--- src/hw/laneSettings.svh ---
// ~~~~~~~~~~~~~~~~~~~~~~~~~~~~~~~~~~~~~~~~
// Sizing macros for the execute lane
// Include before any file that needs the widths
// ~~~~~~~~~~~~~~~~~~~~~~~~~~~~~~~~~~~~~~~~
`ifndef LANE_SETTINGS_SVH
`define LANE_SETTINGS_SVH

// Datapath width
`define LANE_XLEN 64

// Register id width, six bits covers the GPR space
`define LANE_REGW 6

// Scratch memory depth in words
`define LANE_MEMDEPTH 64

// Zero register, writes to it vanish
`define LANE_ZZR {`LANE_REGW{1'b1}}

`endif
--- src/hw/lanePkg.sv ---
// ~~~~~~~~~~~~~~~~~~~~~~~~~~~~~~~~~~~~~~~~
// Op encodings and stage records for the lane
// Imported by every lane module
// ~~~~~~~~~~~~~~~~~~~~~~~~~~~~~~~~~~~~~~~~
`default_nettype none
`include "laneSettings.svh"

package lanePkg;

	typedef enum logic [3:0] {
		opNop   = 4'd0,    // Bubble
		opAdd   = 4'd1,    // rn = rs + rt
		opSub   = 4'd2,    // rn = rs - rt
		opAnd   = 4'd3,    // rn = rs & rt
		opXor   = 4'd4,    // rn = rs ^ rt
		opMovIr = 4'd5,    // rn = imm
		opLdMr  = 4'd6,    // rn = mem[rs + imm]
		opStRm  = 4'd7     // mem[rs + imm] = rm
	} laneOpE;

	typedef enum logic [1:0] {
		memIdle, memReqHigh, memAckWait, memReqLow    // EX2 handshake phases
	} memStateE;

	typedef logic [`LANE_REGW-1:0] regIdT;
	typedef logic [`LANE_XLEN-1:0] xlenT;
	typedef logic [$clog2(`LANE_MEMDEPTH)-1:0] memAddrT;    // Word index

	typedef struct packed {
		logic        flush;    // Squash from branch unit
		laneOpE      op;
		regIdT       rsId, rtId, rmId, rnId;
		xlenT        rsVal, rtVal, rmVal;    // Operands ride along with op
		logic [32:0] imm;
	} issueT;

	typedef struct packed {
		laneOpE op;
		regIdT  rnId;
		xlenT   result;       // ALU value or memory address
		xlenT   storeData;    // rm for stores
	} ex1T;

	typedef struct packed {
		laneOpE op;
		regIdT  rnId;
		xlenT   value;    // Forwarded result
	} ex2T;

	typedef struct packed {
		logic    write;
		memAddrT addr;
		xlenT    wdata;
	} memReqT;

	typedef struct packed {
		regIdT rnId;
		xlenT  value;
	} wbT;

endpackage
`default_nettype wire

--- src/hw/laneEx3.sv ---
// ~~~~~~~~~~~~~~~~~~~~~~~~~~~~~~~~~~~~~~~~
// EX3, result select and writeback reg
// ~~~~~~~~~~~~~~~~~~~~~~~~~~~~~~~~~~~~~~~~
`default_nettype none
`timescale 1ns/1ps
`include "laneSettings.svh"

module laneEx3 import lanePkg::*; (
	input  logic                  clock,
	input  logic                  rstN,
	input  logic                  inValid,
	input  ex2T                   inOp,
	input  logic [`LANE_XLEN-1:0] loadData,
	output logic                  wbValid,
	output wbT                    wb
);

	logic [`LANE_XLEN-1:0] selValue;
	logic                  doWrite;

	// Forward by default, loads take the memory word
	assign selValue = (inOp.op == opLdMr) ? loadData : inOp.value;

	assign doWrite = inValid
		&& (inOp.rnId != `LANE_ZZR)                // ZZR sink
		&& !(inOp.op inside {opNop, opStRm});      // No dest

	always_ff @(posedge clock or negedge rstN) begin
		if (!rstN) begin
			wbValid <= 1'b0;
		end else begin
			wbValid <= doWrite;    // One pulse per retire
		end
	end

	always_ff @(posedge clock) begin
		if (doWrite) begin
			wb.rnId  <= inOp.rnId;
			wb.value <= selValue;
		end
	end

	// Anything reaching EX3 came from a legal issue encoding
	aOpLegal: assert property (@(posedge clock) disable iff (!rstN)
		inValid |-> inOp.op inside {opNop, opAdd, opSub, opAnd, opXor,
			opMovIr, opLdMr, opStRm});

endmodule
`default_nettype wire

--- config.mk ---
export PLATFORM = sky130hd
export DESIGN_NAME = laneEx3
export DESIGN_NICKNAME = d
export VERILOG_FILES = /design/src/hw/lanePkg.sv /design/src/hw/laneEx3.sv
export VERILOG_INCLUDE_DIRS = /design/src /design/src/hw
export SDC_FILE = /design/constraint.sdc
export NUM_CORES = 1
export LEC_CHECK = 0
export BUFFER_PORTS_ARGS = -buffer_cell sky130_fd_sc_hd__buf_2
export CAP_MARGIN = 20
export CORE_AREA = 3 3 106 83
export CTS_CLUSTER_SIZE = 20
export DETAILED_ROUTE_END_ITERATION = 10
export DIE_AREA = 0 0 109 86
export HOLD_SLACK_MARGIN = 0.05
export PLACE_DENSITY_LB_ADDON = 0.2
export SLEW_MARGIN = 20
export SYNTH_ARGS = -nofsm -noshare
export SYNTH_HDL_FRONTEND = slang
export SYNTH_SLANG_ARGS = --single-unit
--- constraint.sdc ---
create_clock -name clock -period 0.8 [get_ports clock]
set_input_delay 0.08 -clock clock [delete_from_list [all_inputs] [get_ports clock]]
set_output_delay 0.08 -clock clock [all_outputs]
set_load 0.1 [all_outputs]
-- Word level (Yosys, flattened, before mapping)
Cells that the tools add are included.
- flip-flop bits (word level): 71
- output and inout port bits: 71
- input port bits: 141
- muxes and demuxes: 1
- eq/ne operators: 3
- reductions and logical operators: 5
- operators with widths (operator ; number):
    $mux 64 ; 1
    $eq 4x3->1 const B ; 2
    $ne 6x6->1 const B ; 1
    $logic_not 4->1 ; 1
    $logic_and 1x1->1 ; 2
    $reduce_bool 2->1 ; 1
    $logic_not 1->1 ; 1

-- Logic depth before layout (Yosys ltp)
- word-level depth: 4
- mapped depth: 4

-- Least setup slack after synthesis
Ideal clock, no wire load.
- path type: in2reg
- start point: in inOp[66] (netlist bit)
- end point: reg wb[0] (netlist bit) (enable)
- setup time: 0.500 ns
- data required time: 0.300 ns
- arrival time: 3.175 ns
- cell stages on the path: 3
- path slack: -2.874 ns
- buffers on the path: 0
- cell sequence: nand4_1 -> o21ai_0 -> nor2_1
- longest elaborated chain between the ends: 3
- RTL lines (item ; RTL line ; text):
    from (decl) ; laneEx3.sv:12 ; input ex2T inOp,
    $ne 6x6->1 (no line) ; n/a ;
    $logic_and 1x1->1 (2 in a row) ; laneEx3.sv:24 ; assign doWrite = inValid
    named net doWrite ; laneEx3.sv:19 ; logic doWrite;
    to (decl) ; laneEx3.sv:15 ; output wbT wb
The timed path passes the listed nets, and every way through them passes these cells.
A chain may end at the register's enable or synchronous reset.

-- Worst setup path after layout
- start point: in inOp[73] (netlist bit)
- end point: reg wb[25] (netlist bit) (data pin)
- longest elaborated chain between the ends: 2
- RTL lines (item ; RTL line ; text):
    $eq 4x3->1 ; laneEx3.sv:22 ; assign selValue = (inOp.op == opLdMr) ? loadData : inOp.value;
    $mux 64 ; laneEx3.sv:22 ;
    named net selValue[25] ; laneEx3.sv:18 ; logic [`LANE_XLEN-1:0] selValue;
The timed path passes the listed nets, and every way through them passes these cells.

==> metrics <==
CTS tree done; slowest library cell on the worst path and4bb_4; Pwr Total 13.3 mW; outcome finished, violations left; first-pass GRT wire length 13500 um; htree depth 3; share of cells above drive strength 1 79.6%; Fmax 921 MHz; placer congestion estimate 0.751; post-route minimum period 1.09 ns; die area 9370 sq um; yosys warns 0; Slew @ Worst Pin 0.183 ns; delay of the slowest critical-path stage 0.38 ns; total number of vias 2419; Slew Limit Headroom 87.8%; P_leak 2.81 nW; Die Wd 109 um; Main synth FF type edfxtp_1; element type at the critical path end register; First DRT Iteration DRCs 91; NetSw 4.85 mW; largest cells by area after synthesis edfxtp_1 65%, mux2_4 28%, buf_12 3.7%; post-synthesis cell area 3250 sq um; Arr. time, crit path 1.18 ns; Layout Nets 548; Num CTS Buffers 9; Setup CP Type in2reg; Max-Cap Viols 0; dominant cell type by area after synthesis edfxtp_1; synth unique cells 14; antenna-violating nets left 0; final hold vios 0; CP max FO 5; CP startpoint inOp[73]; Slew Viols, Final 0; port bufs 211; Initial Util 41.6%; clock root buffer clkbuf_8; final wirelength 9850 um; Yosys top cell area share 64.6%; HP Start inOp[61]; hold_ws 0.0377 ns; DRT Pass-1 Iters 4; Post-synth top cells 70 x edfxtp_1, 60 x mux2_4, 6 x buf_12, 4 x mux2_2; Int Power 8.49 mW; Comb power frac 40.8%; Clock Pin Slew Worst Setup and Hold Paths 0.08 ns; syn nets 291; Post-synth EDFFs 70; CTS Sinks 71; Max VDD drop 1.40 mV; most common cell in the netlist edfxtp_1; number of cell rows 28; CP Data Required Time 0.89 ns; Clock Path Buffers 2; Chip Height 86 um; Seq pwr share 36.3%; initial antenna violation count 1; Synth async-reset ratio 1.41%; Post-Syn Area per Cell 21.7 sq um; Mapped Cells 150; Routed WL per cell 19.0 um; number of global-route vias before repair 2503; area delta synth->final 95.3%; period utilization 136%; crit path cell chain buf_8 > and4bb_4 > buf_8 > clkbuf_16 > mux2_4; core area 7810 sq um; placed insts 470; cell mode on critical path buf_8; Congestion Overflow GR 0; clock share of power 22.8%; sequential area share after synthesis 65.4%; failing checks setup timing; Switching Share 36.4%; detail-routed via count per cell 4.67; drc violations 0; pin count of the biggest net entering global routing 23; endpoints failing setup 206; Worst Setup Start Kind input pin; FF+latch count, synth 71; post-DP HPWL 6780 um; Worst Hold Class in2reg; PnR worst setup slack -0.286 ns; PwrDens 2100 nW/um^2; RSZ-0062 raised after global routing true; # IOs 212; Finished Layout Cells 518; hold buffers post-CTS 8; GRT Total Usage 19.3%
[layer usage]
layer  part of all wire (%)  track usage [%]
met1                     33             19.5
met2                     53             35.2
met4                    1.4             4.82
met5                      0                0
met3                     12             9.71
[state kept, by name, indices dropped and copies added (netlist names)]
name	flops
wb	70
wbValid	1
[placed cells by master (no fill, tap or decap), drive strengths merged]
cell,count
bufinv,2
nand4,1
clkbuf,18
buf,239
nor2,1
o21ai,1
and4bb,1
clkinv,2
diode,1
dfrtp,1
nand2,1
nand3,1
edfxtp,70
or3,1
dlygate4sd3,8
mux2,64
a21oi,1
[stage by stage]
stage	cell area [sq um]	utilization (%)	setup WS [ns]	TNS, ns
floorplan	3280	-	-0.913	-105.25
global placement	5560	71.2	-0.621	-80.70
detailed placement	5560	71.2	-0.635	-81.74
CTS	6110	78.2	-0.273	-45.99
global route	6350	81.3	-0.294	-52.09
finish	6350	81.3	-0.286	-47.27
[power by group through the flow]
stage,logic [mW],registers [mW],clock network [mW]
after CTS,5.30,4.85,3.11
after global placement,5.11,4.91,0
final,5.45,4.85,3.04
after global routing,5.58,4.88,3.28
after detailed placement,5.15,4.93,0
after floorplan,0.480,7.40,0
[worst max-delay path, delay by kind of cell]
| kind | cells | cell delay, ns |
|---|---|---|
| and+or+nand+nor | 1 | 0.38 |
| muxes | 1 | 0.29 |
| buffers and inverters | 3 | 0.42 |
[final cells by class]
type	count	area (sq um)
Antenna cell	1	2.50
Clock inverter	4	70.1
Tap cell	105	131
Multi-Input combinational cell	72	1040
Fill cell	410	1460
Timing Repair Buffer	253	2850
Sequential cell	71	2130
Clock buffer	12	135
[what timing repair did]
| action | 4_1_cts | 5_1_grt |
|---|---|---|
| buffers inserted | 5 | 6 |
| cloned | 7 | 8 |
| pin swaps | 2 | 4 |
| endpoints found under the hold margin | 68 | 62 |
| gates resized for setup | 15 | 13 |
| setup endpoints to repair | 206 | 206 |
[kinds of logic (layout without fill, tap and decap cells)]
group	Yosys count	in the layout	synth area share [%]
buf+inv	7	269	4.04
other cells	0	1	0
mux	64	64	29.1
compound gates	2	2	0.308
flops	71	71	65.4
simple gates	6	6	1.15
[worst paths after layout]
| path | end | slack, ns | cells after the start |
|---|---|---|---|
| max in group asynchronous | wbValid | 0.12 | 3 |
| min | wb[61] | 0.04 | 2 |
| min in group asynchronous | wbValid | 0.56 | 3 |
| max | wb[25] | -0.29 | 5 |
Power figures use the tool's default switching activity.
