===== src/hw/laneSettings.svh =====
// ~~~~~~~~~~~~~~~~~~~~~~~~~~~~~~~~~~~~~~~~
// Sizing macros for the execute lane
// Include before any file that needs the widths
// ~~~~~~~~~~~~~~~~~~~~~~~~~~~~~~~~~~~~~~~~
`ifndef LANE_SETTINGS_SVH
`define LANE_SETTINGS_SVH

// Datapath width
`define LANE_XLEN 64

// Register id width, six bits covers the GPR space
`define LANE_REGW 6

// Scratch memory depth in words
`define LANE_MEMDEPTH 64

// Zero register, writes to it vanish
`define LANE_ZZR {`LANE_REGW{1'b1}}

`endif

===== src/hw/lanePkg.sv =====
// ~~~~~~~~~~~~~~~~~~~~~~~~~~~~~~~~~~~~~~~~
// Op encodings and stage records for the lane
// Imported by every lane module
// ~~~~~~~~~~~~~~~~~~~~~~~~~~~~~~~~~~~~~~~~
`default_nettype none
`include "laneSettings.svh"

package lanePkg;

	typedef enum logic [3:0] {
		opNop   = 4'd0,    // Bubble
		opAdd   = 4'd1,    // rn = rs + rt
		opSub   = 4'd2,    // rn = rs - rt
		opAnd   = 4'd3,    // rn = rs & rt
		opXor   = 4'd4,    // rn = rs ^ rt
		opMovIr = 4'd5,    // rn = imm
		opLdMr  = 4'd6,    // rn = mem[rs + imm]
		opStRm  = 4'd7     // mem[rs + imm] = rm
	} laneOpE;

	typedef enum logic [1:0] {
		memIdle, memReqHigh, memAckWait, memReqLow    // EX2 handshake phases
	} memStateE;

	typedef logic [`LANE_REGW-1:0] regIdT;
	typedef logic [`LANE_XLEN-1:0] xlenT;
	typedef logic [$clog2(`LANE_MEMDEPTH)-1:0] memAddrT;    // Word index

	typedef struct packed {
		logic        flush;    // Squash from branch unit
		laneOpE      op;
		regIdT       rsId, rtId, rmId, rnId;
		xlenT        rsVal, rtVal, rmVal;    // Operands ride along with op
		logic [32:0] imm;
	} issueT;

	typedef struct packed {
		laneOpE op;
		regIdT  rnId;
		xlenT   result;       // ALU value or memory address
		xlenT   storeData;    // rm for stores
	} ex1T;

	typedef struct packed {
		laneOpE op;
		regIdT  rnId;
		xlenT   value;    // Forwarded result
	} ex2T;

	typedef struct packed {
		logic    write;
		memAddrT addr;
		xlenT    wdata;
	} memReqT;

	typedef struct packed {
		regIdT rnId;
		xlenT  value;
	} wbT;

endpackage
`default_nettype wire


===== src/hw/laneEx2.sv =====
// ~~~~~~~~~~~~~~~~~~~~~~~~~~~~~~~~~~~~~~~~
// EX2, memory requester and lane hold
// Runs the req/ack exchange for ld/st
// ~~~~~~~~~~~~~~~~~~~~~~~~~~~~~~~~~~~~~~~~
`default_nettype none
`timescale 1ns/1ps
`include "laneSettings.svh"

module laneEx2 import lanePkg::*; (
	input  logic                  clock,
	input  logic                  rstN,
	input  logic                  inValid,
	input  ex1T                   inOp,
	output logic                  exHold,
	output memReqT                memReq,
	output logic                  memReqSig,
	input  logic                  memAck,
	input  logic [`LANE_XLEN-1:0] memRdata,
	output logic                  outValid,
	output ex2T                   outOp,
	output logic [`LANE_XLEN-1:0] loadData
);

	memStateE state;
	memStateE stateNext;
	logic     isMem;      // Ld or st waiting at EX2 input
	logic     memDone;    // Ack seen low, exchange over

	assign isMem   = inValid && (inOp.op == opLdMr || inOp.op == opStRm);
	assign memDone = (state == memReqLow) && !memAck;
	assign exHold  = isMem && !memDone;

	// Request fields come straight off EX1, which is frozen by the hold
	assign memReq.write = (inOp.op == opStRm);
	assign memReq.addr  = memAddrT'(inOp.result);    // Word address
	assign memReq.wdata = inOp.storeData;
	assign memReqSig    = (state == memReqHigh) || (state == memAckWait);

	always_comb begin
		stateNext = state;
		case (state)
			memIdle: begin
				if (isMem)
					stateNext = memReqHigh;    // Raise req next cycle
			end
			memReqHigh: stateNext = memAckWait;
			memAckWait: begin
				if (memAck)
					stateNext = memReqLow;     // Data taken, drop req
			end
			memReqLow: begin
				if (!memAck)
					stateNext = memIdle;
			end
			default: stateNext = memIdle;
		endcase
	end

	always_ff @(posedge clock or negedge rstN) begin
		if (!rstN) begin
			state    <= memIdle;
			outValid <= 1'b0;
		end else begin
			state    <= stateNext;
			outValid <= inValid && !exHold;    // Bubble to EX3 while held
		end
	end

	always_ff @(posedge clock) begin
		outOp.op    <= inOp.op;
		outOp.rnId  <= inOp.rnId;
		outOp.value <= inOp.result;
		if (state == memAckWait && memAck)
			loadData <= memRdata;    // Held until the op leaves
	end

	// Req may only rise once the previous ack has cleared
	aReqAfterAck: assert property (@(posedge clock) disable iff (!rstN)
		$rose(memReqSig) |-> !memAck);

	aReqStable: assert property (@(posedge clock) disable iff (!rstN)
		memReqSig && $past(memReqSig) |-> $stable(memReq));

endmodule
`default_nettype wire


===== config.mk =====
export PLATFORM = sky130hd
export DESIGN_NAME = laneEx2
export DESIGN_NICKNAME = d
export VERILOG_FILES = /design/src/hw/lanePkg.sv /design/src/hw/laneEx2.sv
export VERILOG_INCLUDE_DIRS = /design/src /design/src/hw
export SDC_FILE = /design/constraint.sdc
export NUM_CORES = 1
export LEC_CHECK = 0
export BUFFER_PORTS_ARGS = -buffer_cell sky130_fd_sc_hd__buf_4
export CAP_MARGIN = 20
export CORE_AREA = 5 5 158 160
export CTS_CLUSTER_DIAMETER = 80
export CTS_CLUSTER_SIZE = 16
export DETAILED_ROUTE_END_ITERATION = 8
export DIE_AREA = 0 0 163 165
export PLACE_DENSITY = 0.5
export SKIP_LAST_GASP = 1
export SLEW_MARGIN = 15
export SYNTH_ARGS = -nofsm -noshare
export SYNTH_HDL_FRONTEND = slang
export SYNTH_SLANG_ARGS = --single-unit

===== constraint.sdc =====
create_clock -name clock -period 3.1 [get_ports clock]
set_input_delay 0.31 -clock clock [delete_from_list [all_inputs] [get_ports clock]]
set_output_delay 0.31 -clock clock [all_outputs]
set_load 0.01 [all_outputs]

# [Word-level counts from Yosys, hierarchy flattened]
# Cells that the tools add are included.
[totals] ff_bits=141 latchBits=0 ram_bits=0 mem_bits_ro=0 inputBits=206 word_cells=30 n_memories=0
[classes] add_sub_neg=0 mul=0 div_mod_pow=0 magnitude_cmp=0 n_eq_ne=8 n_shift=0 n_mux=4 bitwise_logic=0 reduce_logical=12
[op_table] cell="$eq 4x3->1 const B" n=2
[op_table] cell="$pmux 2 s4" n=1
[op_table] cell="$mux 2" n=3
[op_table] cell="$ne 2x2->1 const B" n=3
[op_table] cell="$logic_and 1x1->1" n=5
[op_table] cell="$eq 2x2->1 const B" n=2
[op_table] cell="$logic_not 1->1" n=3
[op_table] cell="$reduce_and 3->1" n=1
[op_table] cell="$eq 2x1->1 const B" n=1
[op_table] cell="$logic_not 2->1" n=1
[op_table] cell="$logic_or 1x1->1" n=2

# [Logic depth before layout (Yosys ltp)]
# Gate-level depths: netlist of run 1.
[logic_depth] word_depth=6 depth_mapped=5

# [Worst setup path after synthesis of run 1]
# OpenSTA, ideal clock, no wires.
[synth_path] kind="reg2reg" start="register state[0]" end="register loadData[0] (enable)" arrival_ps=2160 setup_slack_ps=512 path_stages_with_launch=4 n_path_buf=0 synth_period_minus_slack_ps=2588 cell_sequence="dfrtp_1 inv_1 ha_1 and2_1"
[synth_between] elab_chain_len=2
[synth_lines] item="start: declaration" line_no="laneEx2.sv:24" rtl="memStateE state;"
[synth_lines] item="start signal: assignment" line_no="laneEx2.sv:61" rtl="state <= memIdle;"
[synth_lines] item="start signal: assignment" line_no="laneEx2.sv:64" rtl="state <= stateNext;"
[synth_lines] item="$eq 2x2->1" line_no="laneEx2.sv:73" rtl="if (state == memAckWait && memAck)"
[synth_lines] item="$logic_and 1x1->1" line_no="laneEx2.sv:73"
[synth_lines] item="end signal: assignment" line_no="laneEx2.sv:74" rtl="loadData <= memRdata;"
[synth_lines] item="end: declaration" line_no="laneEx2.sv:21" rtl="output logic [`LANE_XLEN-1:0] loadData"
# No other way between the ends.
# A chain may end at the register's enable or synchronous reset.

# [Final worst setup path of run 1]
[layout_path] start="register state[1]" end="output port exHold"
[layout_between] elab_chain_len=4
[layout_lines] item="$eq 2x2->1" line_no="laneEx2.sv:30" rtl="assign memDone = (state == memReqLow) && !memAck;"
[layout_lines] item="$logic_and 1x1->1" line_no="laneEx2.sv:30"
[layout_lines] item="$logic_not 1->1" line_no="laneEx2.sv:31" rtl="assign exHold = isMem && !memDone;"
[layout_lines] item="$logic_and 1x1->1" line_no="laneEx2.sv:31"
[layout_lines] item="end: declaration" line_no="laneEx2.sv:14" rtl="output logic exHold,"
# No other way between the ends.

==> flow_summary.json, run 1 <==
{
  "crit_chain": "ha_1 > nor2b_1 > nor3_1 > and2_1 > buf_4",
  "whs_ns": 0.0402,
  "clk_path_buf_depth": 2,
  "yosys.cell_count.top_type": "dfxtp_1",
  "setup_tns_ns": 0,
  "drive_above_1_share": 0.584,
  "drtPass1Iterations": 4,
  "grt_pass1_vias": 3277,
  "min-delay-start": "inOp[136]",
  "avgViaCountPerCell": 3.41,
  "cts_buffers": 17,
  "timing.final.crit_share": 0.628,
  "clock-sinks": 141,
  "antenna_found_initial": 0,
  "hold_path.class": "in2reg",
  "cts.htree.levels": 4,
  "ys_ff_latch": 141,
  "cts_resized": 0,
  "start_util": 0.180,
  "ys_warn_count": 0,
  "outcome": "finished, final reports clean",
  "synth_ff_type": "dfxtp_1",
  "synthArstFlopShare": 0.0213,
  "synth_top_cell_by_area": "edfxtp_1",
  "netlist_top_cells_count": "74 x dfxtp_1, 70 x buf_4, 64 x edfxtp_1",
  "synth_cell_type_count": 16,
  "crit_buf_inv": 1,
  "die_width_microns": 163,
  "grt_max_degree": 65,
  "finClkSkew_ns": 0.00631,
  "cts.clk_slew.worst_paths_ns": 0.06,
  "synth_area_leaders": "edfxtp_1 46%, dfxtp_1 35%, buf_4 13%",
  "start_kind": "flop",
  "overflow": 0,
  "tightest_slew_ns": 0.806,
  "critPathRequiredTime_ns": 2.79,
  "drc": 0,
  "dpl-instance-area_sq_um": 6230,
  "wl_per_cell_microns": 14.9,
  "drtIter0Drc": 95,
  "coreArea_sq_um": 23300,
  "drv_cap": 0,
  "synth_top_area_frac": 0.460,
  "track_usage": 0.0910,
  "cts_tree": "done",
  "io_buffers": 289,
  "finalHoldViolCount": 0,
  "slowest_stage": "dfrtp_1",
  "critPathTopFamily": "simple AND/OR/NAND/NOR gates",
  "grt_pass1_wl_microns": 18200,
  "wl_microns": 13000,
  "syn_inst": 231,
  "critPathLaunch": "state[1]",
  "synth_edf_count": 64,
  "finalSetupViolations": 0,
  "dp_hpwl_microns": 9630,
  "num_rows": 56,
  "rsz0062_at_grt": "false",
  "stdcell_area_sq_um": 7530,
  "arrival_ns": 1.64,
  "fin_crit_ns": 1.95,
  "die_h_microns": 165,
  "synth_seq_area_share": 0.832,
  "clk_latency_ns": 0.41,
  "antenna_cells": 0,
  "crit_fanout": 4,
  "powerDensity_nw_per_um2": 673,
  "p_total_uw": 5060,
  "fmax_mhz": 513,
  "synth_nets": 441,
  "vias": 2979,
  "reg2reg_from": "state[0]",
  "gp_congestion": 0.697,
  "finalNetCount": 752,
  "slew-limit-headroom": 0.463,
  "die_area_sq_um": 26900,
  "p_leak_uw": 0.00331,
  "syn_area_per_cell_sq_um": 18.1,
  "syn_to_final_growth_pct": 80.1,
  "ios": 418,
  "cpPeakStageDelay_ns": 0.41,
  "root_buffer": "clkbuf_16",
  "final_antenna_net_count": 0,
  "final_max_slew_viol_count": 0,
  "end_kind": "output pin",
  "ir_worst_vdd_mv": 0.275,
  "crit_type": "reg2out",
  "synthesis.area_sq_um": 4180,
  "final_core_util": 0.324
}
-- final timing paths --
kind / slack, ns / cells after the start / end
max: 1.15 / 5 / exHold
min: 0.04 / 1 / outOp[72]
max reg2reg: 1.20 / 4 / loadData[11]
min reg2reg: 0.57 / 1 / state[1]
max in group asynchronous: 2.77 / 2 / outValid
min in group asynchronous: 0.23 / 2 / state[1]
-- power breakdown --
group | internal [uW] | switching, uW | leakage (uW)
combinational | 460 | 372 | 0.00178
clock | 1130 | 843 | 0.000273
sequential | 2190 | 66.6 | 0.00125
total | 3780 | 1280 | 0.00331
-- registers in the layout, indices dropped and copies added, names as in the netlist --
register,cells
loadData,64
outOp,74
outValid,1
state,2
-- cell usage in the layout (no fill, tap or decap), drive strengths merged --
master,instances
dfxtp,74
bufinv,1
a221oi,1
edfxtp,64
dfrtp,3
inv,10
mux2,1
dlygate4sd3,72
clkinv,3
a211oi,1
clkinvlp,3
a2bb2oi,1
nor3b,1
and2,2
nand2,2
nor2b,3
ha,4
nand4b,1
buf,290
nor3,1
clkbuf,17
-- final cells by class --
class	instances	area, sq um
fill	2327	15700
sequential	141	3480
timing repair buffer	362	2900
clock buffer	17	425
tap	319	399
multi-input combinational	18	169
clock inverter	15	149
inverter	2	7.51
-- per-layer routing --
| layer | vias up | part of all wire | GRT usage |
|---|---|---|---|
| met1 | 1378 | 0.32 | 0.0851 |
| li1 | 1336 | - | - |
| met4 | 0 | 0.049 | 0.0671 |
| met2 | 208 | 0.51 | 0.153 |
| met3 | 57 | 0.12 | 0.0467 |
| met5 | - | 0 | 0 |
-- kinds of logic (layout without fill, tap and decap cells) --
group                      Yosys count  count (layout)  synth area share
adders and majority gates            4               4            0.0120
buffers and inverters               72             396             0.128
AOI/OAI and AO/OA                    3               3           0.00749
DFF                                141             141             0.832
and+or+nand+nor                     10              10            0.0180
muxes                                1               1           0.00269
-- metrics by stage --
stage / setup slack (ns) / std cells
after global placement: 1.27 / 770
after global routing: 1.01 / 874
after detailed placement: 1.20 / 770
after CTS: 1.11 / 874
final: 1.15 / 874
after floorplan: 0.512 / 231
-- what timing repair did --
action / CTS / global route
hold buffers: 72 / 0
endpoints found under the setup margin: 0 / 0
setup buffers: 0 / 0
endpoints found under the hold margin: 74 / 0
Note: power is estimated with default switching activity, not from simulation.
==> run 2: changes to the inputs <==
--- a/config.mk
+++ b/config.mk
@@ -8,12 +8,12 @@
 export LEC_CHECK = 0
 export BUFFER_PORTS_ARGS = -buffer_cell sky130_fd_sc_hd__buf_4
 export CAP_MARGIN = 20
-export CORE_AREA = 5 5 158 160
+export CORE_AREA = 5 5 160 162
 export CTS_CLUSTER_DIAMETER = 80
 export CTS_CLUSTER_SIZE = 16
 export DETAILED_ROUTE_END_ITERATION = 8
-export DIE_AREA = 0 0 163 165
-export PLACE_DENSITY = 0.5
+export DIE_AREA = 0 0 165 167
+export PLACE_DENSITY = 0.51
 export SKIP_LAST_GASP = 1
 export SLEW_MARGIN = 15
 export SYNTH_ARGS = -nofsm -noshare
==> constraint.sdc (replaced) <==
create_clock -name clock -period 1.7 [get_ports clock]
set_input_delay 0.17 -clock clock [delete_from_list [all_inputs] [get_ports clock]]
set_output_delay 0.17 -clock clock [all_outputs]
set_load 0.01 [all_outputs]
==> flow_summary.json, run 2 (synthesized netlist as in run 1, its figures left out) <==
{
  "die_h_microns": 167,
  "clkPwrFrac": 0.386,
  "rsz0062_at_grt": "true",
  "start_kind": "flop",
  "wl_microns": 17000,
  "drive_above_1_share": 0.540,
  "p_leak_uw": 0.00371,
  "finalNetCount": 834,
  "p_seq_frac": 0.419,
  "drtPass1Iterations": 4,
  "overflow": 0,
  "io_buffers": 289,
  "critPathRequiredTime_ns": 1.53,
  "cts.htree.levels": 4,
  "wl_per_cell_microns": 17.7,
  "ios": 418,
  "netSwitchingPower_uw": 2480,
  "grt_pass1_vias": 3840,
  "largest_reg_flops": 74,
  "drtIter0Drc": 80,
  "finalSetupViolations": 0,
  "setup_tns_ns": 0,
  "start_util": 0.174,
  "vias": 3281,
  "slew-limit-headroom": 0.832,
  "drc": 0,
  "antenna_found_initial": 0,
  "hold_path.class": "in2async",
  "p_int_uw": 7360,
  "grt_max_degree": 30,
  "switching_share": 0.252,
  "p_total_uw": 9840,
  "final_antenna_net_count": 0,
  "powerDensity_nw_per_um2": 1170,
  "clk_path_buf_depth": 2,
  "fillCellCount": 2325,
  "outcome": "finished, final reports clean",
  "syn_to_final_growth_pct": 102,
  "power_frac_comb": 0.195,
  "die_area_sq_um": 27600,
  "cts_buffers": 17,
  "fmax_mhz": 591,
  "finClkSkew_ns": 0.00583,
  "final_common_cell": "buf_4",
  "die_width_microns": 165,
  "grt_pass1_wl_microns": 23500,
  "num_rows": 57,
  "reg_top3": "outOp (74), loadData (64), state (2)",
  "end_kind": "output pin",
  "clock-sinks": 141,
  "dpl-instance-area_sq_um": 6290,
  "avgViaCountPerCell": 3.41,
  "cts_tree": "done",
  "crit_fanout": 2,
  "antenna_cells": 0,
  "track_usage": 0.118,
  "largest-register": "outOp",
  "clk_latency_ns": 0.41,
  "arrival_ns": 1.52,
  "fin_crit_ns": 1.69,
  "ir_worst_vdd_mv": 0.500,
  "finalHoldViolCount": 0,
  "final_cell_mix": "300 x buf_4, 140 x dlygate4sd3_1, 74 x dfxtp_1, 64 x edfxtp_1, 21 x clkbuf_16",
  "coreArea_sq_um": 24000,
  "root_buffer": "clkbuf_16",
  "cts.clk_slew.worst_paths_ns": 0.07,
  "tightest_slew_ns": 0.252,
  "crit_type": "reg2out",
  "final_max_slew_viol_count": 0,
  "dp_hpwl_microns": 12100,
  "drv_cap": 0,
  "stdcell_area_sq_um": 8440,
  "gp_congestion": 0.759,
  "timing.final.crit_share": 0.996
}
run 2: changes by cell type in the layout (fill, tap and decap cells not counted), sizes merged:
cell and delta:
bufinv -1, inv -2, dlygate4sd3 +68, buf +13
clkinv +1, clkinvlp -3, clkbuf +6
run 2: final cells by class:
class | instances | area (sq um) | share of cell area
tap | 324 | 405 | 0.0480
multi-input combinational | 18 | 206 | 0.0245
inverter | 2 | 7.51 | 0.000889
timing repair buffer | 444 | 3730 | 0.442
sequential | 141 | 3480 | 0.412
clock buffer | 22 | 528 | 0.0626
clock inverter | 10 | 85.1 | 0.0101
run 2: critical path: stages, from the launching register on:
cell and delay, ns:
dfrtp_1 0.43, ha_4 0.18, nor2b_4 0.12, nor3_4 0.12, and2_4 0.16, buf_6 0.10
run 2: final timing paths:
path / startpoint / to / slack [ns] / cells after the start
setup / recovery: state[0] / exHold / 0.008 / 5
hold / removal: rstN / outValid / 0.08 / 2
setup reg to reg: state[0] / loadData[27] / 0.08 / 5
hold reg to reg: state[1] / state[1] / 0.67 / 2
max in group asynchronous: rstN / state[0] / 1.53 / 2
min in group clock: memAck / state[0] / 0.13 / 3
run 2: power groups by stage:
stage	clock network (uW)	registers [uW]	logic, uW
floorplan	0	4340	490
global placement	0	4190	1480
detailed placement	0	4190	1520
CTS	3970	4120	1880
global route	4120	4150	2060
finish	3800	4120	1920
run 2: timing repair:
action,4_1_cts,5_1_grt
cloned,0,1
gates resized for setup,6,4
endpoints found under the setup margin,1,59
pin swaps,3,3
hold endpoints to repair,142,0
hold buffers,140,0
setup buffers,10,2
run 2: stage by stage:
step	hold slack, ns	util	setup slack, ns	cells
2_1_floorplan	-0.126	-	0.133	231
3_3_place_gp	-0.0375	0.262	0.224	778
3_5_place_dp	-0.0369	0.262	0.170	778
4_1_cts	0.0621	0.351	-0.0538	960
5_1_grt	0.0493	0.352	-0.0796	961
6_report	0.0811	0.352	0.00763	961
run 2: layer usage:
layer | global-route usage | vias up | wire [microns] | part of all wire
met1 | 0.105 | 1516 | 5230 | 0.31
met2 | 0.224 | 198 | 9420 | 0.56
met4 | 0.0745 | 0 | 873 | 0.051
met3 | 0.0366 | 68 | 1440 | 0.085
met5 | 0 | - | 0 | 0
li1 | - | 1499 | - | -
