**src/hw/laneSettings.svh**
```systemverilog
// ~~~~~~~~~~~~~~~~~~~~~~~~~~~~~~~~~~~~~~~~
// Sizing macros for the execute lane
// Include before any file that needs the widths
// ~~~~~~~~~~~~~~~~~~~~~~~~~~~~~~~~~~~~~~~~
`ifndef LANE_SETTINGS_SVH
`define LANE_SETTINGS_SVH

// Datapath width
`define LANE_XLEN 64

// Register id width, six bits covers the GPR space
`define LANE_REGW 6

// Scratch memory depth in words
`define LANE_MEMDEPTH 64

// Zero register, writes to it vanish
`define LANE_ZZR {`LANE_REGW{1'b1}}

`endif
```
**src/hw/lanePkg.sv**
```systemverilog
// ~~~~~~~~~~~~~~~~~~~~~~~~~~~~~~~~~~~~~~~~
// Op encodings and stage records for the lane
// Imported by every lane module
// ~~~~~~~~~~~~~~~~~~~~~~~~~~~~~~~~~~~~~~~~
`default_nettype none
`include "laneSettings.svh"

package lanePkg;

	typedef enum logic [3:0] {
		opNop   = 4'd0,    // Bubble
		opAdd   = 4'd1,    // rn = rs + rt
		opSub   = 4'd2,    // rn = rs - rt
		opAnd   = 4'd3,    // rn = rs & rt
		opXor   = 4'd4,    // rn = rs ^ rt
		opMovIr = 4'd5,    // rn = imm
		opLdMr  = 4'd6,    // rn = mem[rs + imm]
		opStRm  = 4'd7     // mem[rs + imm] = rm
	} laneOpE;

	typedef enum logic [1:0] {
		memIdle, memReqHigh, memAckWait, memReqLow    // EX2 handshake phases
	} memStateE;

	typedef logic [`LANE_REGW-1:0] regIdT;
	typedef logic [`LANE_XLEN-1:0] xlenT;
	typedef logic [$clog2(`LANE_MEMDEPTH)-1:0] memAddrT;    // Word index

	typedef struct packed {
		logic        flush;    // Squash from branch unit
		laneOpE      op;
		regIdT       rsId, rtId, rmId, rnId;
		xlenT        rsVal, rtVal, rmVal;    // Operands ride along with op
		logic [32:0] imm;
	} issueT;

	typedef struct packed {
		laneOpE op;
		regIdT  rnId;
		xlenT   result;       // ALU value or memory address
		xlenT   storeData;    // rm for stores
	} ex1T;

	typedef struct packed {
		laneOpE op;
		regIdT  rnId;
		xlenT   value;    // Forwarded result
	} ex2T;

	typedef struct packed {
		logic    write;
		memAddrT addr;
		xlenT    wdata;
	} memReqT;

	typedef struct packed {
		regIdT rnId;
		xlenT  value;
	} wbT;

endpackage
`default_nettype wire

```
**src/hw/laneEx1.sv**
```systemverilog
// ~~~~~~~~~~~~~~~~~~~~~~~~~~~~~~~~~~~~~~~~
// First execute stage with flush squash and ALU
// Feeds EX2 with results or ld/st addresses
// ~~~~~~~~~~~~~~~~~~~~~~~~~~~~~~~~~~~~~~~~
`default_nettype none
`timescale 1ns/1ps
`include "laneSettings.svh"

module laneEx1 import lanePkg::*; (
	input  logic  clock,
	input  logic  rstN,
	input  logic  hold,        // Lane stall from EX2
	input  logic  inValid,
	input  issueT inOp,
	output logic  outValid,
	output ex1T   outOp
);

	logic [`LANE_XLEN-1:0] immExt;    // Sign-extended immediate
	logic [`LANE_XLEN-1:0] aguAddr;
	ex1T                   nextOp;

	assign immExt  = $signed(inOp.imm);    // Signed source extends
	assign aguAddr = inOp.rsVal + immExt;   // Base plus displacement

	always_comb begin
		nextOp.op        = inOp.op;
		nextOp.rnId      = inOp.rnId;
		nextOp.storeData = inOp.rmVal;     // Only meaningful for stores
		nextOp.result    = '0;

		if (inOp.flush) begin
			// Flushed ops still flow down the pipe as nops
			nextOp.op   = opNop;
			nextOp.rnId = `LANE_ZZR;
		end else begin
			case (inOp.op)
				opAdd:   nextOp.result = inOp.rsVal + inOp.rtVal;
				opSub:   nextOp.result = inOp.rsVal - inOp.rtVal;
				opAnd:   nextOp.result = inOp.rsVal & inOp.rtVal;
				opXor:   nextOp.result = inOp.rsVal ^ inOp.rtVal;
				opMovIr: nextOp.result = immExt;
				opLdMr,
				opStRm:  nextOp.result = aguAddr;    // Address for EX2
				default: nextOp.result = '0;         // Nop
			endcase
		end
	end

	always_ff @(posedge clock or negedge rstN) begin
		if (!rstN) begin
			outValid <= 1'b0;
		end else if (!hold) begin
			outValid <= inValid;
		end
	end

	always_ff @(posedge clock) begin
		if (!hold) begin
			outOp <= nextOp;    // Frozen while memory busy
		end
	end

	// A stall only ever freezes a live ld/st sitting at the EX2 input
	aHoldOnMem: assert property (@(posedge clock) disable iff (!rstN)
		hold |-> outValid && (outOp.op inside {opLdMr, opStRm}));

endmodule
`default_nettype wire

```
**config.mk**
```make
export PLATFORM = sky130hd
export DESIGN_NAME = laneEx1
export DESIGN_NICKNAME = d
export VERILOG_FILES = /design/src/hw/lanePkg.sv /design/src/hw/laneEx1.sv
export VERILOG_INCLUDE_DIRS = /design/src /design/src/hw
export SDC_FILE = /design/constraint.sdc
export NUM_CORES = 1
export LEC_CHECK = 0
export ABC_CLOCK_PERIOD_IN_PS = 1300
export BUFFER_PORTS_ARGS = -buffer_cell sky130_fd_sc_hd__buf_4
export CAP_MARGIN = 20
export CELL_PAD_IN_SITES_DETAIL_PLACEMENT = 0
export CELL_PAD_IN_SITES_GLOBAL_PLACEMENT = 2
export CORE_MARGIN = 4
export CORE_UTILIZATION = 29
export CTS_BUF_LIST = sky130_fd_sc_hd__clkbuf_16
export DETAILED_ROUTE_END_ITERATION = 12
export PLACE_DENSITY_LB_ADDON = 0.1
export RECOVER_POWER = 50
export SLEW_MARGIN = 40
export SYNTH_ARGS = -nofsm -noshare
export SYNTH_HDL_FRONTEND = slang
export SYNTH_SLANG_ARGS = --single-unit
```
**constraint.sdc**
```tcl
create_clock -name clock -period 1.3 [get_ports clock]
set_clock_uncertainty 0.2 [all_clocks]
set_input_delay 0.13 -clock clock [delete_from_list [all_inputs] [get_ports clock]]
set_output_delay 0.13 -clock clock [all_outputs]
set_load 0.1 [all_outputs]
```
=== After elaboration in Yosys (flattened, before gate mapping) ===
Index checks and enable logic that the tools add are counted.

* $add $sub $neg: 3
* Multiply operators: 0
* Divide/modulo/power cells: 0
* Order comparisons: 0
* Equal/unequal tests: 7
* Shifts and indexed selects: 0
* Muxes and demuxes: 1
* Bitwise gates (word level): 2
* Reduce and logical (&&, ||, !) cells: 1

{| class="wikitable"
|+ Operator list
! cell !! number
|-
| case mux 64 bit (6 select lines) || 1
|-
| adder 64 bit || 2
|-
| AND 64 bit || 1
|-
| subtractor 64 bit || 1
|-
| XOR 64 bit || 1
|-
| equality test 4 x 3 -> 1 bit (second input constant) || 4
|-
| equality test 4 x 2 -> 1 bit (second input constant) || 2
|-
| equality test 4 x 1 -> 1 bit (second input constant) || 1
|-
| OR reduction 2 bit || 1
|}

* Register bits after elaboration: 139
* Latch bits: 0
* Memory bits (writable): 0
* Bits in read-only memories: 0
* Input bits: 258
* Output and inout bits: 139
* Logic and storage cells: 19
* Memories kept: 0

=== Depth between registers and ports, before layout ===
Gate-level depths: netlist of the first run.

* Word-level depth: 3
* Gate-level depth with buffers: 24
* Mapped depth without buffers: 23

=== Worst setup path before layout of the first run ===
Ideal clock, no wire load.

* Kind: input-to-reg
* Start: input port inOp[99] (netlist name)
* End: register outOp[127] (netlist name), data pin
* Library setup time: 259 ps
* Arrival time: 5631 ps
* Data required time: 841 ps
* Setup slack: -4790 ps
* Stages: 21
* Path buffers: 2
* Cells stage by stage: or4_1 -> or4_1 -> clkbuf_1 -> or2_2 -> or3_1 -> or3_1 -> or3_1 -> nor3_1 -> nor3_1 -> a221o_1 -> ha_1 -> nand4_1 -> or3_1 -> or4_1 -> o211ai_1 -> o21ai_0 -> or3b_2 -> clkbuf_1 -> a21boi_0 -> or2_2 -> a211o_1

* Cells in the longest elaborated chain, start to end: 2
* Elaborated cells between the ends (all ways): 3
* Classes of those cells: 2 x add/sub; 1 x mux

{| class="wikitable"
|+ RTL lines
! item !! RTL line !! text
|-
| start: declaration || laneEx1.sv:14 || <nowiki>input issueT inOp,</nowiki>
|-
| subtractor 64 bit or adder 64 bit (tied branches) || laneEx1.sv:39, laneEx1.sv:38 ||
|-
| case mux 64 bit (6 select lines) (*) || laneEx1.sv:37 || <nowiki>case (inOp.op)</nowiki>
|-
| end signal: assignment || laneEx1.sv:60 || <nowiki>outOp <= nextOp;</nowiki>
|-
| end: declaration || laneEx1.sv:16 || <nowiki>output ex1T outOp</nowiki>
|}

Every way passes the cells marked *; elsewhere a longest branch is shown, timed or not.
A chain may end at the register's enable or synchronous reset.

=== Final worst setup path of the first run ===
Same ends and word-level chain as after synthesis.

==> results of run 1 <==
[sequential cells by signal (all words and copies together), names as in the netlist]
signal    cells
outOp       138
outValid      1
[cell usage in the layout, fill, tap and decap left out, types with 28 or more instances in the layout]
| cell type | instances |
|---|---|
| buf_6 | 189 |
| clkbuf_4 | 59 |
| buf_4 | 636 |
| a21oi_2 | 40 |
| a222oi_1 | 35 |
| nand2_1 | 111 |
| a21o_1 | 32 |
| a221oi_1 | 31 |
| dlygate4sd3_1 | 109 |
| nor2_1 | 75 |
| a221o_1 | 28 |
| a21oi_1 | 70 |
| ha_1 | 129 |
| nor3_1 | 51 |
| o21ai_0 | 65 |
| edfxtp_1 | 138 |
[critical path, cell delays in order]
cell	delay (ns)
buf_6	0.09
or4_4	0.53
or4_4	0.45
or2_4	0.28
or3_4	0.33
or3_4	0.36
or3_4	0.36
nor3_4	0.13
nor3_1	0.06
a221o_1	0.30
buf_6	0.13
ha_4	0.26
nand4_1	0.12
or3_4	0.37
or4_4	0.49
o211ai_1	0.17
o21ai_1	0.09
or3b_4	0.27
a21boi_4	0.06
or2_4	0.24
a211o_1	0.29
[cells by family (layout without fill, tap and decap cells)]
group	Yosys count	count (layout)	synth area share, %
AOI/OAI and AO/OA	465	465	25.8
xor gates and xnor gates	54	54	3.82
adders and majority gates	144	144	14.6
buffers and inverters	111	1077	3.44
DFF	139	139	33.7
muxes	4	4	0.334
other	0	1	0
and+or+nand+nor	447	447	18.3
[metrics by stage]
stage	power [W]	area [um2]
floorplan	0.0110	12700
global placement	0.0150	19500
detailed placement	0.0150	19500
CTS	0.0220	23200
global route	0.0232	23700
finish	0.0222	23700
[final cells by class]
class	instances	area [um2]
flip-flops and latches	139	4170
clock buffers	17	425
multi-input cells	1114	9080
well taps	539	674
clock inverters	15	191
inverters	21	87.6
fillers	3806	18400
repair buffers	1024	9020
diodes	1	2.50
[metal layers]
metal	track usage (%)	up-vias	share of wire [%]
met5	0	-	0
met3	4.53	75	5.2
met4	6.35	0	2.1
li1	-	7301	-
met1	34.6	7580	45
met2	45.7	556	48
[repair_timing]
item,in CTS,in global routing
cloned,1,0
hold endpoints to repair,116,14
pin swaps,115,71
endpoints found under the setup margin,203,295
buffers inserted,57,19
gates resized for setup,362,74
[final timing paths]
| path | to | slack (ns) | cells after the start |
|---|---|---|---|
| max | outOp[127]$_SDFFCE_PP0N_ | -4.19 | 21 |
| min | outOp[64]$_SDFFCE_PP0N_ | -0.06 | 4 |
| max reg2reg | outValid$_DFFE_PN0N_ | 0.29 | 1 |
| min reg2reg | outValid$_DFFE_PN0N_ | 0.37 | 1 |
| max in group asynchronous | outValid$_DFFE_PN0N_ | 0.46 | 3 |
| min in group asynchronous | outValid$_DFFE_PN0N_ | 0.32 | 3 |
[power by group]
group,switching [W],internal (W),total (W)
Clock,0.00244,0.00293,0.00536
Sequential,0.000205,0.00532,0.00552
Combinational,0.00647,0.00484,0.0113
==> run metrics, run 1 <==
Hold Crit Class in2reg; port bufs 378; vias in the first global route 15800; number of flops mapped to enable cells by yosys 138; Pre-Repair DR Iteration Count 9; CTS Buffer Depth 2; HP Start inOp[161]; final slew viol count 0; worst slew pin tran 0.556 ns; CP max FO 3; Area contributors post-synth edfxtp_1, ha_1, a21oi_1; Fin. Hold Viols 20; final worst slack -4.19 ns; fin util 56.3%; DRT antenna net count 0; R2R Path Start outValid$_DFFE_PN0N_; Worst Setup End Kind flop; via count 15500; initial antenna violation count 1; leakage power figure 10.3 nW; Core Rows 75; clk_lat worst skew 0.47 ns; first-pass GRT wire length 95100 um; PwrDens 938 nW/um2; Layout Cells excl Fill 2870; fin crit period 5.49 ns; Hold Worst Slack -0.0573 ns; maximum resistive drop on vdd 0.934 mV; CP Data Arrival Time 5.52 ns; status finished, violations left; dpl cells 2659; mapped cell area 12400 um2; Commonest cells post-synth ha_1, edfxtp_1, nand2_1; routed vias/inst 5.40; RSZ-0062 raised after global routing true; DP Wirelength 48300 um; top-count cell post-synth ha_1; Req. time, crit path 1.33 ns; Initial Utilization 29.4%; Root Driver clkbuf_16; final-stage net count 2719; DR WL/cell 21.8 um; hold_buf cts 109; die area 46000 um2; Sink Count 139; period utilization 423%; worst slack, placed -4.85 ns; TNS Setup -220.35 ns; FMAX 182 MHz; Slew headroom 62.5%; syn_nets 1766; drt total wl 62700 um; Final GP Congestion 0.902; DRC Markers 0; Yosys warning count 0; GRT Overall Usage 26.5%; core area 42000 um2; Synth Flop Type edfxtp_1; Cell variety after synth 69; CP Launch Type input pin; pin count of the biggest net entering global routing 55; GR Overflow Total 0; critical path startpoint inOp[99]; Syn Inst Count 1364; Clock transition at path regs 0.07 ns; Max Cap Viol 0; Synth area leader edfxtp_1; CTS tree done; DR iter-0 viols 1107; DIE WIDTH 215 um; top cell type's share of synthesized area 33.5%; CTS H-tree lvls 4; Post-synth ARST share 0.719%; Final setup viols 290; WS Path Type in2reg; violated checks hold timing, setup timing; Avg Cell Area, Syn 9.07 um2; share of cells above drive strength 1 50.3%; flops & latches, synth 139; post-synthesis sequential area ratio 33.7%; Die Ht 215 um; Layout area overhead 91.1%; CTS Buf Count 17; IO Count 397
No activity file was read; power rests on OpenSTA's default activity.
==> run 2, diff against run 1 <==
--- a/config.mk
+++ b/config.mk
@@ -16,7 +16,7 @@
 export CTS_BUF_LIST = sky130_fd_sc_hd__clkbuf_16
 export DETAILED_ROUTE_END_ITERATION = 12
 export PLACE_DENSITY_LB_ADDON = 0.1
-export RECOVER_POWER = 50
+export SKIP_LAST_GASP = 1
 export SLEW_MARGIN = 40
 export SYNTH_ARGS = -nofsm -noshare
 export SYNTH_HDL_FRONTEND = slang
==> run metrics, run 2 (synthesized netlist as in run 1, its figures left out) <==
Layout Cells excl Fill 2871 (+0.035%); PwrDens 940 nW/um2 (+0.14%); most frequent cells in the layout buf_4, buf_6, edfxtp_1, ha_1, nand2_1; drt total wl 62800 um (+0.16%); clk_lat worst skew 0.47 ns (about the same); routed vias/inst 5.38 (-0.45%); status finished, violations left; vias in the first global route 15800 (-0.32%); combinational cell fraction of total power 50.8% (about the same); Fin. Hold Viols 18 (-10%); DR WL/cell 21.9 um (+0.12%); CTS H-tree lvls 4 (unchanged); core area 42000 um2 (unchanged); CP Data Arrival Time 5.56 ns (+0.04 ns); worst path cell trace buf_6, or4_4, or4_4, or2_4, or3_4, or3_4, or3_4, nor3_4, nor3_1, a221o_1, buf_6, ha_4, nand4_1, or3_4, or4_4, o211ai_1, o21ai_1, or3b_4, a21boi_4, or2_2, a211o_1; final worst slack -4.24 ns (-0.0468 ns); Cell Int Power 0.0131 W (-0.22%); Hold Crit Class in2reg; Req. time, crit path 1.32 ns (about the same); hold path depth 4 (unchanged); Sink Count 139 (unchanged); TNS Setup -221.63 ns (-1.27 ns); Clk pwr share 24.2% (about the same); Net Sw Power 0.00907 W (-0.41%); Clock transition at path regs 0.07 ns (about the same); Crit path depth 21 (unchanged); first-pass GRT wire length 94800 um (-0.33%); WS Path Type in2reg; CTS tree done; initial antenna violation count 2 (+1); critical-path cell with the highest stage delay or4_4; # fillers 3806 (unchanged); period utilization 426% (+3.6 points); Multi-input gate area 9020 um2 (-0.65%); CP Launch Type input pin; sw frac 41.0% (-0.046 points); violated checks hold timing, setup timing; Hold Worst Slack -0.0341 ns (+0.0231 ns); Final GP Congestion 0.902 (unchanged); dpl cells 2659 (unchanged); pin count of the biggest net entering global routing 55 (unchanged); fin crit period 5.54 ns (+0.0468 ns); GR Overflow Total 0 (unchanged); RSZ-0062 raised after global routing true; Core Rows 75 (unchanged); share of cells above drive strength 1 50.0% (-0.30 points); Pre-Repair DR Iteration Count 7 (-2); Layout area overhead 90.3%; DRC Markers 0 (unchanged); CP most frequent cell or3_4; worst slew pin tran 0.555 ns (-0.00153 ns); largest registers outOp: 138 flops, outValid: 1 flops; register area 4170 um2 (unchanged); die area 46000 um2 (unchanged); IO Count 397 (unchanged); Root Driver clkbuf_16; final slew viol count 0 (unchanged); most common cell after layout, fill and taps aside buf_4; Worst Setup End Kind flop; maximum resistive drop on vdd 0.918 mV (-1.7%); via count 15400 (-0.41%); Initial Utilization 29.4% (unchanged); Max Cap Viol 0 (unchanged); DR iter-0 viols 1177 (+6.3%); power share of the sequential group 25.0% (about the same); leakage power figure 10.2 nW (-0.17%); r2r setup slk 0.29 ns (about the same); port bufs 378 (unchanged); hold_buf cts 109 (unchanged); Final setup viols 292 (+0.69%); max reg flops 138 (unchanged); Slew headroom 62.5% (about the same); Crit path largest cell delay 0.53 ns (about the same); FMAX 180 MHz (-0.84%); final-stage net count 2719 (unchanged); DRT antenna net count 0 (unchanged); CTS Buffer Depth 2 (unchanged); DP Wirelength 48300 um (unchanged); CTS Buf Count 17 (unchanged); Die Ht 215 um (unchanged); CP max FO 3 (unchanged); GRT Overall Usage 26.4% (-0.078 points); WP buf/inv 2 (unchanged); DIE WIDTH 215 um (unchanged); CP delay by family, top simple AND/OR/NAND/NOR gates; Most flops, register outOp; reg2reg path depth 1 (unchanged)
-- run 2: cell count changes in the layout (fill, tap and decap cells not counted), moves of 3 or more --
cell      change
a21oi_1       +5
a21oi_2       -4
buf_4        +69
buf_6         -7
clkbuf_4     -59
nand2_1       +3
nand2_4       -3
-- run 2: layer usage --
layer  share of wire (%)  routed length [um]  global-route usage, %  vias to the layer above
li1                    -                   -                      -                     7297
met3                 4.9                3080                   4.58                       76
met5                   0                   0                      0                        -
met2                  48               30200                   45.4                      527
met4                 2.2                1350                   6.46                        0
met1                  45               28100                   34.6                     7548
-- run 2: per-stage QoR --
step	util (%)	total power [W]	cell area (um2)	setup WS [ns]
after floorplan	-	0.0110	12700	-4.44
after global placement	46.4	0.0150	19500	-5.04
after detailed placement	46.4	0.0150	19500	-4.85
after CTS	54.9	0.0219	23100	-4.20
after global routing	56.0	0.0232	23600	-4.33
final	56.0	0.0221	23600	-4.24
-- run 2: power groups by stage --
stage | clock network [W] | logic, W | registers (W)
floorplan | 0 | 0.00300 | 0.00799
global placement | 0 | 0.00948 | 0.00553
detailed placement | 0 | 0.00950 | 0.00554
CTS | 0.00550 | 0.0109 | 0.00551
global route | 0.00569 | 0.0119 | 0.00555
finish | 0.00536 | 0.0112 | 0.00552
-- run 2: final timing paths --
path | end | startpoint
worst max-delay path | outOp[127]$_SDFFCE_PP0N_ | inOp[99]
worst min-delay path | outOp[76]$_SDFFCE_PP0N_ | inOp[173]
worst max register to register | outValid$_DFFE_PN0N_ | outValid$_DFFE_PN0N_
worst min register to register | outValid$_DFFE_PN0N_ | outValid$_DFFE_PN0N_
max in group asynchronous | outValid$_DFFE_PN0N_ | rstN
min in group asynchronous | outValid$_DFFE_PN0N_ | rstN
-- run 2: layout make-up --
type | count | area share [%]
clock inverters | 15 | 0.813
well taps | 539 | 2.86
repair buffers | 1024 | 38.1
clock buffers | 17 | 1.81
flip-flops and latches | 139 | 17.7
multi-input cells | 1114 | 38.3
inverters | 21 | 0.351
diodes | 2 | 0.0213
-- run 2: repair_timing --
item,in CTS,in global routing
setup endpoints to repair,203,295
endpoints found under the hold margin,116,13
buffers inserted,57,19
gates resized for setup,337,72
gates cloned,1,0
pin swaps,114,69
-- run 2: worst min-delay path, stage by stage --
cell and delay (ns):
buf_4 0.10, ha_1 0.11, a222oi_1 0.06, a21oi_1 0.13
==> run 3, diff against run 2 <==
--- a/config.mk
+++ b/config.mk
@@ -15,7 +15,7 @@
 export CORE_UTILIZATION = 29
 export CTS_BUF_LIST = sky130_fd_sc_hd__clkbuf_16
 export DETAILED_ROUTE_END_ITERATION = 12
-export PLACE_DENSITY_LB_ADDON = 0.1
+export PLACE_DENSITY = 0.89
 export SKIP_LAST_GASP = 1
 export SLEW_MARGIN = 40
 export SYNTH_ARGS = -nofsm -noshare
==> run metrics, run 3 (synthesized netlist as in run 1, its figures left out) <==
vias in the first global route 15900 (+0.66%); # fillers 3585 (-5.8%); maximum resistive drop on vdd 0.677 mV (-26%); die area 46000 um2 (unchanged); DR iter-0 viols 1356 (+15%); most frequent cells in the layout buf_4, buf_6, edfxtp_1, ha_1, nand2_1; busiest layer in global routing met2; leakage power figure 10.1 nW (-1.2%); GR met1 Demand/Resource 31.1% (-3.5 points); share of cells above drive strength 1 50.0% (+0.086 points); status finished, violations left; largest registers outOp: 138 flops, outValid: 1 flops; Net Sw Power 0.00903 W (-0.45%); Worst Setup End Kind flop; RSZ-0062 raised after global routing true; period utilization 423% (-3.4 points); sw frac 41.2% (+0.24 points); Final GP Congestion 0.951 (+5.3%); via count 15500 (+0.47%); power share of the sequential group 25.2% (+0.2 points); Die Ht 215 um (unchanged); Layout Cells excl Fill 2838 (-1.1%); port bufs 378 (unchanged); pin count of the biggest net entering global routing 49 (-11%); Max Cap Viol 0 (unchanged); hold_buf cts 104 (-4.6%); GRT Overall Usage 25.2% (-1.2 points); DRT antenna net count 0 (unchanged); routed vias/inst 5.47 (+1.6%); first-pass GRT wire length 91400 um (-3.6%); most common cell after layout, fill and taps aside buf_4; Hold Crit Class in2reg; drt total wl 61200 um (-2.6%); Root Driver clkbuf_16; initial antenna violation count 2 (unchanged); DIE WIDTH 215 um (unchanged); Most flops, register outOp; core area 42000 um2 (unchanged); grt met2 use 43.5% (-1.9 points); DR WL/cell 21.5 um (-1.5%); dpl cells 2630 (-1.1%); Fin. Hold Viols 6 (-12); Clk pwr share 23.1% (-1.1 points); CTS Buffer Depth 2 (unchanged); CP Launch Type input pin; Pre-Repair DR Iteration Count 10 (+3); Slew headroom 44.5% (-18 points); Clock transition at path regs 0.08 ns (about the same); total power 0.0219 W (-1.0%); GR Overflow Total 0 (unchanged); FMAX 182 MHz (+0.80%); CP max FO 3 (unchanged); Sink Count 139 (unchanged); Req. time, crit path 1.31 ns (about the same); Initial Utilization 29.4% (unchanged); DP Wirelength 44600 um (-7.6%); final worst slack -4.20 ns (+0.0442 ns); CP Data Arrival Time 5.51 ns (-0.05 ns); Hold Worst Slack -0.0563 ns (-0.0222 ns); clk_lat worst skew 0.45 ns (-0.02 ns); combinational cell fraction of total power 51.7% (+0.9 points); Cell Int Power 0.0129 W (-1.4%); Layout area overhead 89.9%; GR Layer Usage met3 4.95% (+0.37 points); Final setup viols 209 (-28%); CTS H-tree lvls 4 (unchanged); CTS tree done; Core Rows 75 (unchanged); CTS Buf Count 17 (unchanged); worst slew pin tran 0.826 ns (+0.271 ns); IO Count 397 (unchanged); final slew viol count 0 (unchanged); violated checks hold timing, setup timing; PwrDens 932 nW/um2 (-0.84%); WS Path Type in2reg; DRC Markers 0 (unchanged); fin crit period 5.50 ns (-0.0442 ns); final-stage net count 2687 (-1.2%); max reg flops 138 (unchanged)
[run 3: changes by cell type in the layout (fill, tap and decap cells not counted), sizes merged]
cell,previous run,this run
buf,914,883
dlygate4sd3,109,104
clkbuf,17,21
clkinv,1,4
inv,30,28
bufinv,2,1
diode,2,1
[run 3: worst paths after layout]
kind                            cells past startpoint                  endpoint            startpoint  slack, ns
worst max-delay path                               20  outOp[127]$_SDFFCE_PP0N_              inOp[99]      -4.20
worst min-delay path                                4   outOp[64]$_SDFFCE_PP0N_             inOp[161]      -0.06
worst max register to register                      1      outValid$_DFFE_PN0N_  outValid$_DFFE_PN0N_       0.28
worst min register to register                      1      outValid$_DFFE_PN0N_  outValid$_DFFE_PN0N_       0.38
max in group asynchronous                           3      outValid$_DFFE_PN0N_                  rstN       0.44
min in group asynchronous                           3      outValid$_DFFE_PN0N_                  rstN       0.35
[run 3: metal layers]
| layer | part of all wire (%) | vias to the layer above |
|---|---|---|
| met5 | 0 | - |
| met2 | 48 | 686 |
| li1 | - | 7223 |
| met3 | 7.0 | 121 |
| met1 | 41 | 7490 |
| met4 | 3.3 | 0 |
[run 3: power groups by stage]
stage                     combinational, W  clock (W)  sequential [W]
after floorplan                    0.00300          0         0.00799
after global placement             0.00928          0         0.00554
after detailed placement           0.00937          0         0.00554
after CTS                           0.0108    0.00516         0.00551
after global routing                0.0120    0.00531         0.00555
final                               0.0113    0.00505         0.00552
[run 3: what timing repair did]
item / in CTS / in global routing
gates cloned: 2 / 4
setup buffers: 43 / 30
setup endpoints to repair: 203 / 209
resized for setup: 342 / 108
pin swaps: 134 / 94
hold endpoints to repair: 112 / 3
[run 3: final cells by class]
cell class | count | area (um2) | share of cell area [%]
repair buffers | 992 | 8830 | 37.6
clock inverters | 15 | 153 | 0.649
clock buffers | 17 | 425 | 1.81
well taps | 539 | 674 | 2.87
multi-input cells | 1114 | 9170 | 39.0
diodes | 1 | 2.50 | 0.0106
inverters | 21 | 85.1 | 0.362
flip-flops and latches | 139 | 4170 | 17.7
[run 3: critical path, cell delays in order]
cell      delay (ns)
buf_6           0.09
or4_4           0.53
or4_4           0.45
or2_4           0.29
or3_4           0.34
or3_4           0.35
or3_4           0.36
nor3_4          0.13
nor3_1          0.06
a221o_1         0.31
ha_4            0.29
nand4_1         0.11
or3_4           0.36
or4_4           0.48
o211ai_1        0.21
o21ai_2         0.09
or3b_4          0.27
a21boi_4        0.06
or2_2           0.29
a211o_1         0.29
[run 3: through the flow]
step / hold WS (ns) / TNS, ns / setup slack [ns] / instance area [um2] / util (%)
2_1_floorplan: -0.366 / -392.32 / -4.44 / 12700 / -
3_3_place_gp: -0.294 / -232.42 / -4.70 / 19300 / 46.0
3_5_place_dp: -0.293 / -233.10 / -4.73 / 19300 / 46.0
4_1_cts: -0.103 / -210.88 / -4.14 / 22800 / 54.2
5_1_grt: -0.0694 / -229.13 / -4.30 / 23500 / 55.9
6_report: -0.0563 / -216.37 / -4.20 / 23500 / 55.9
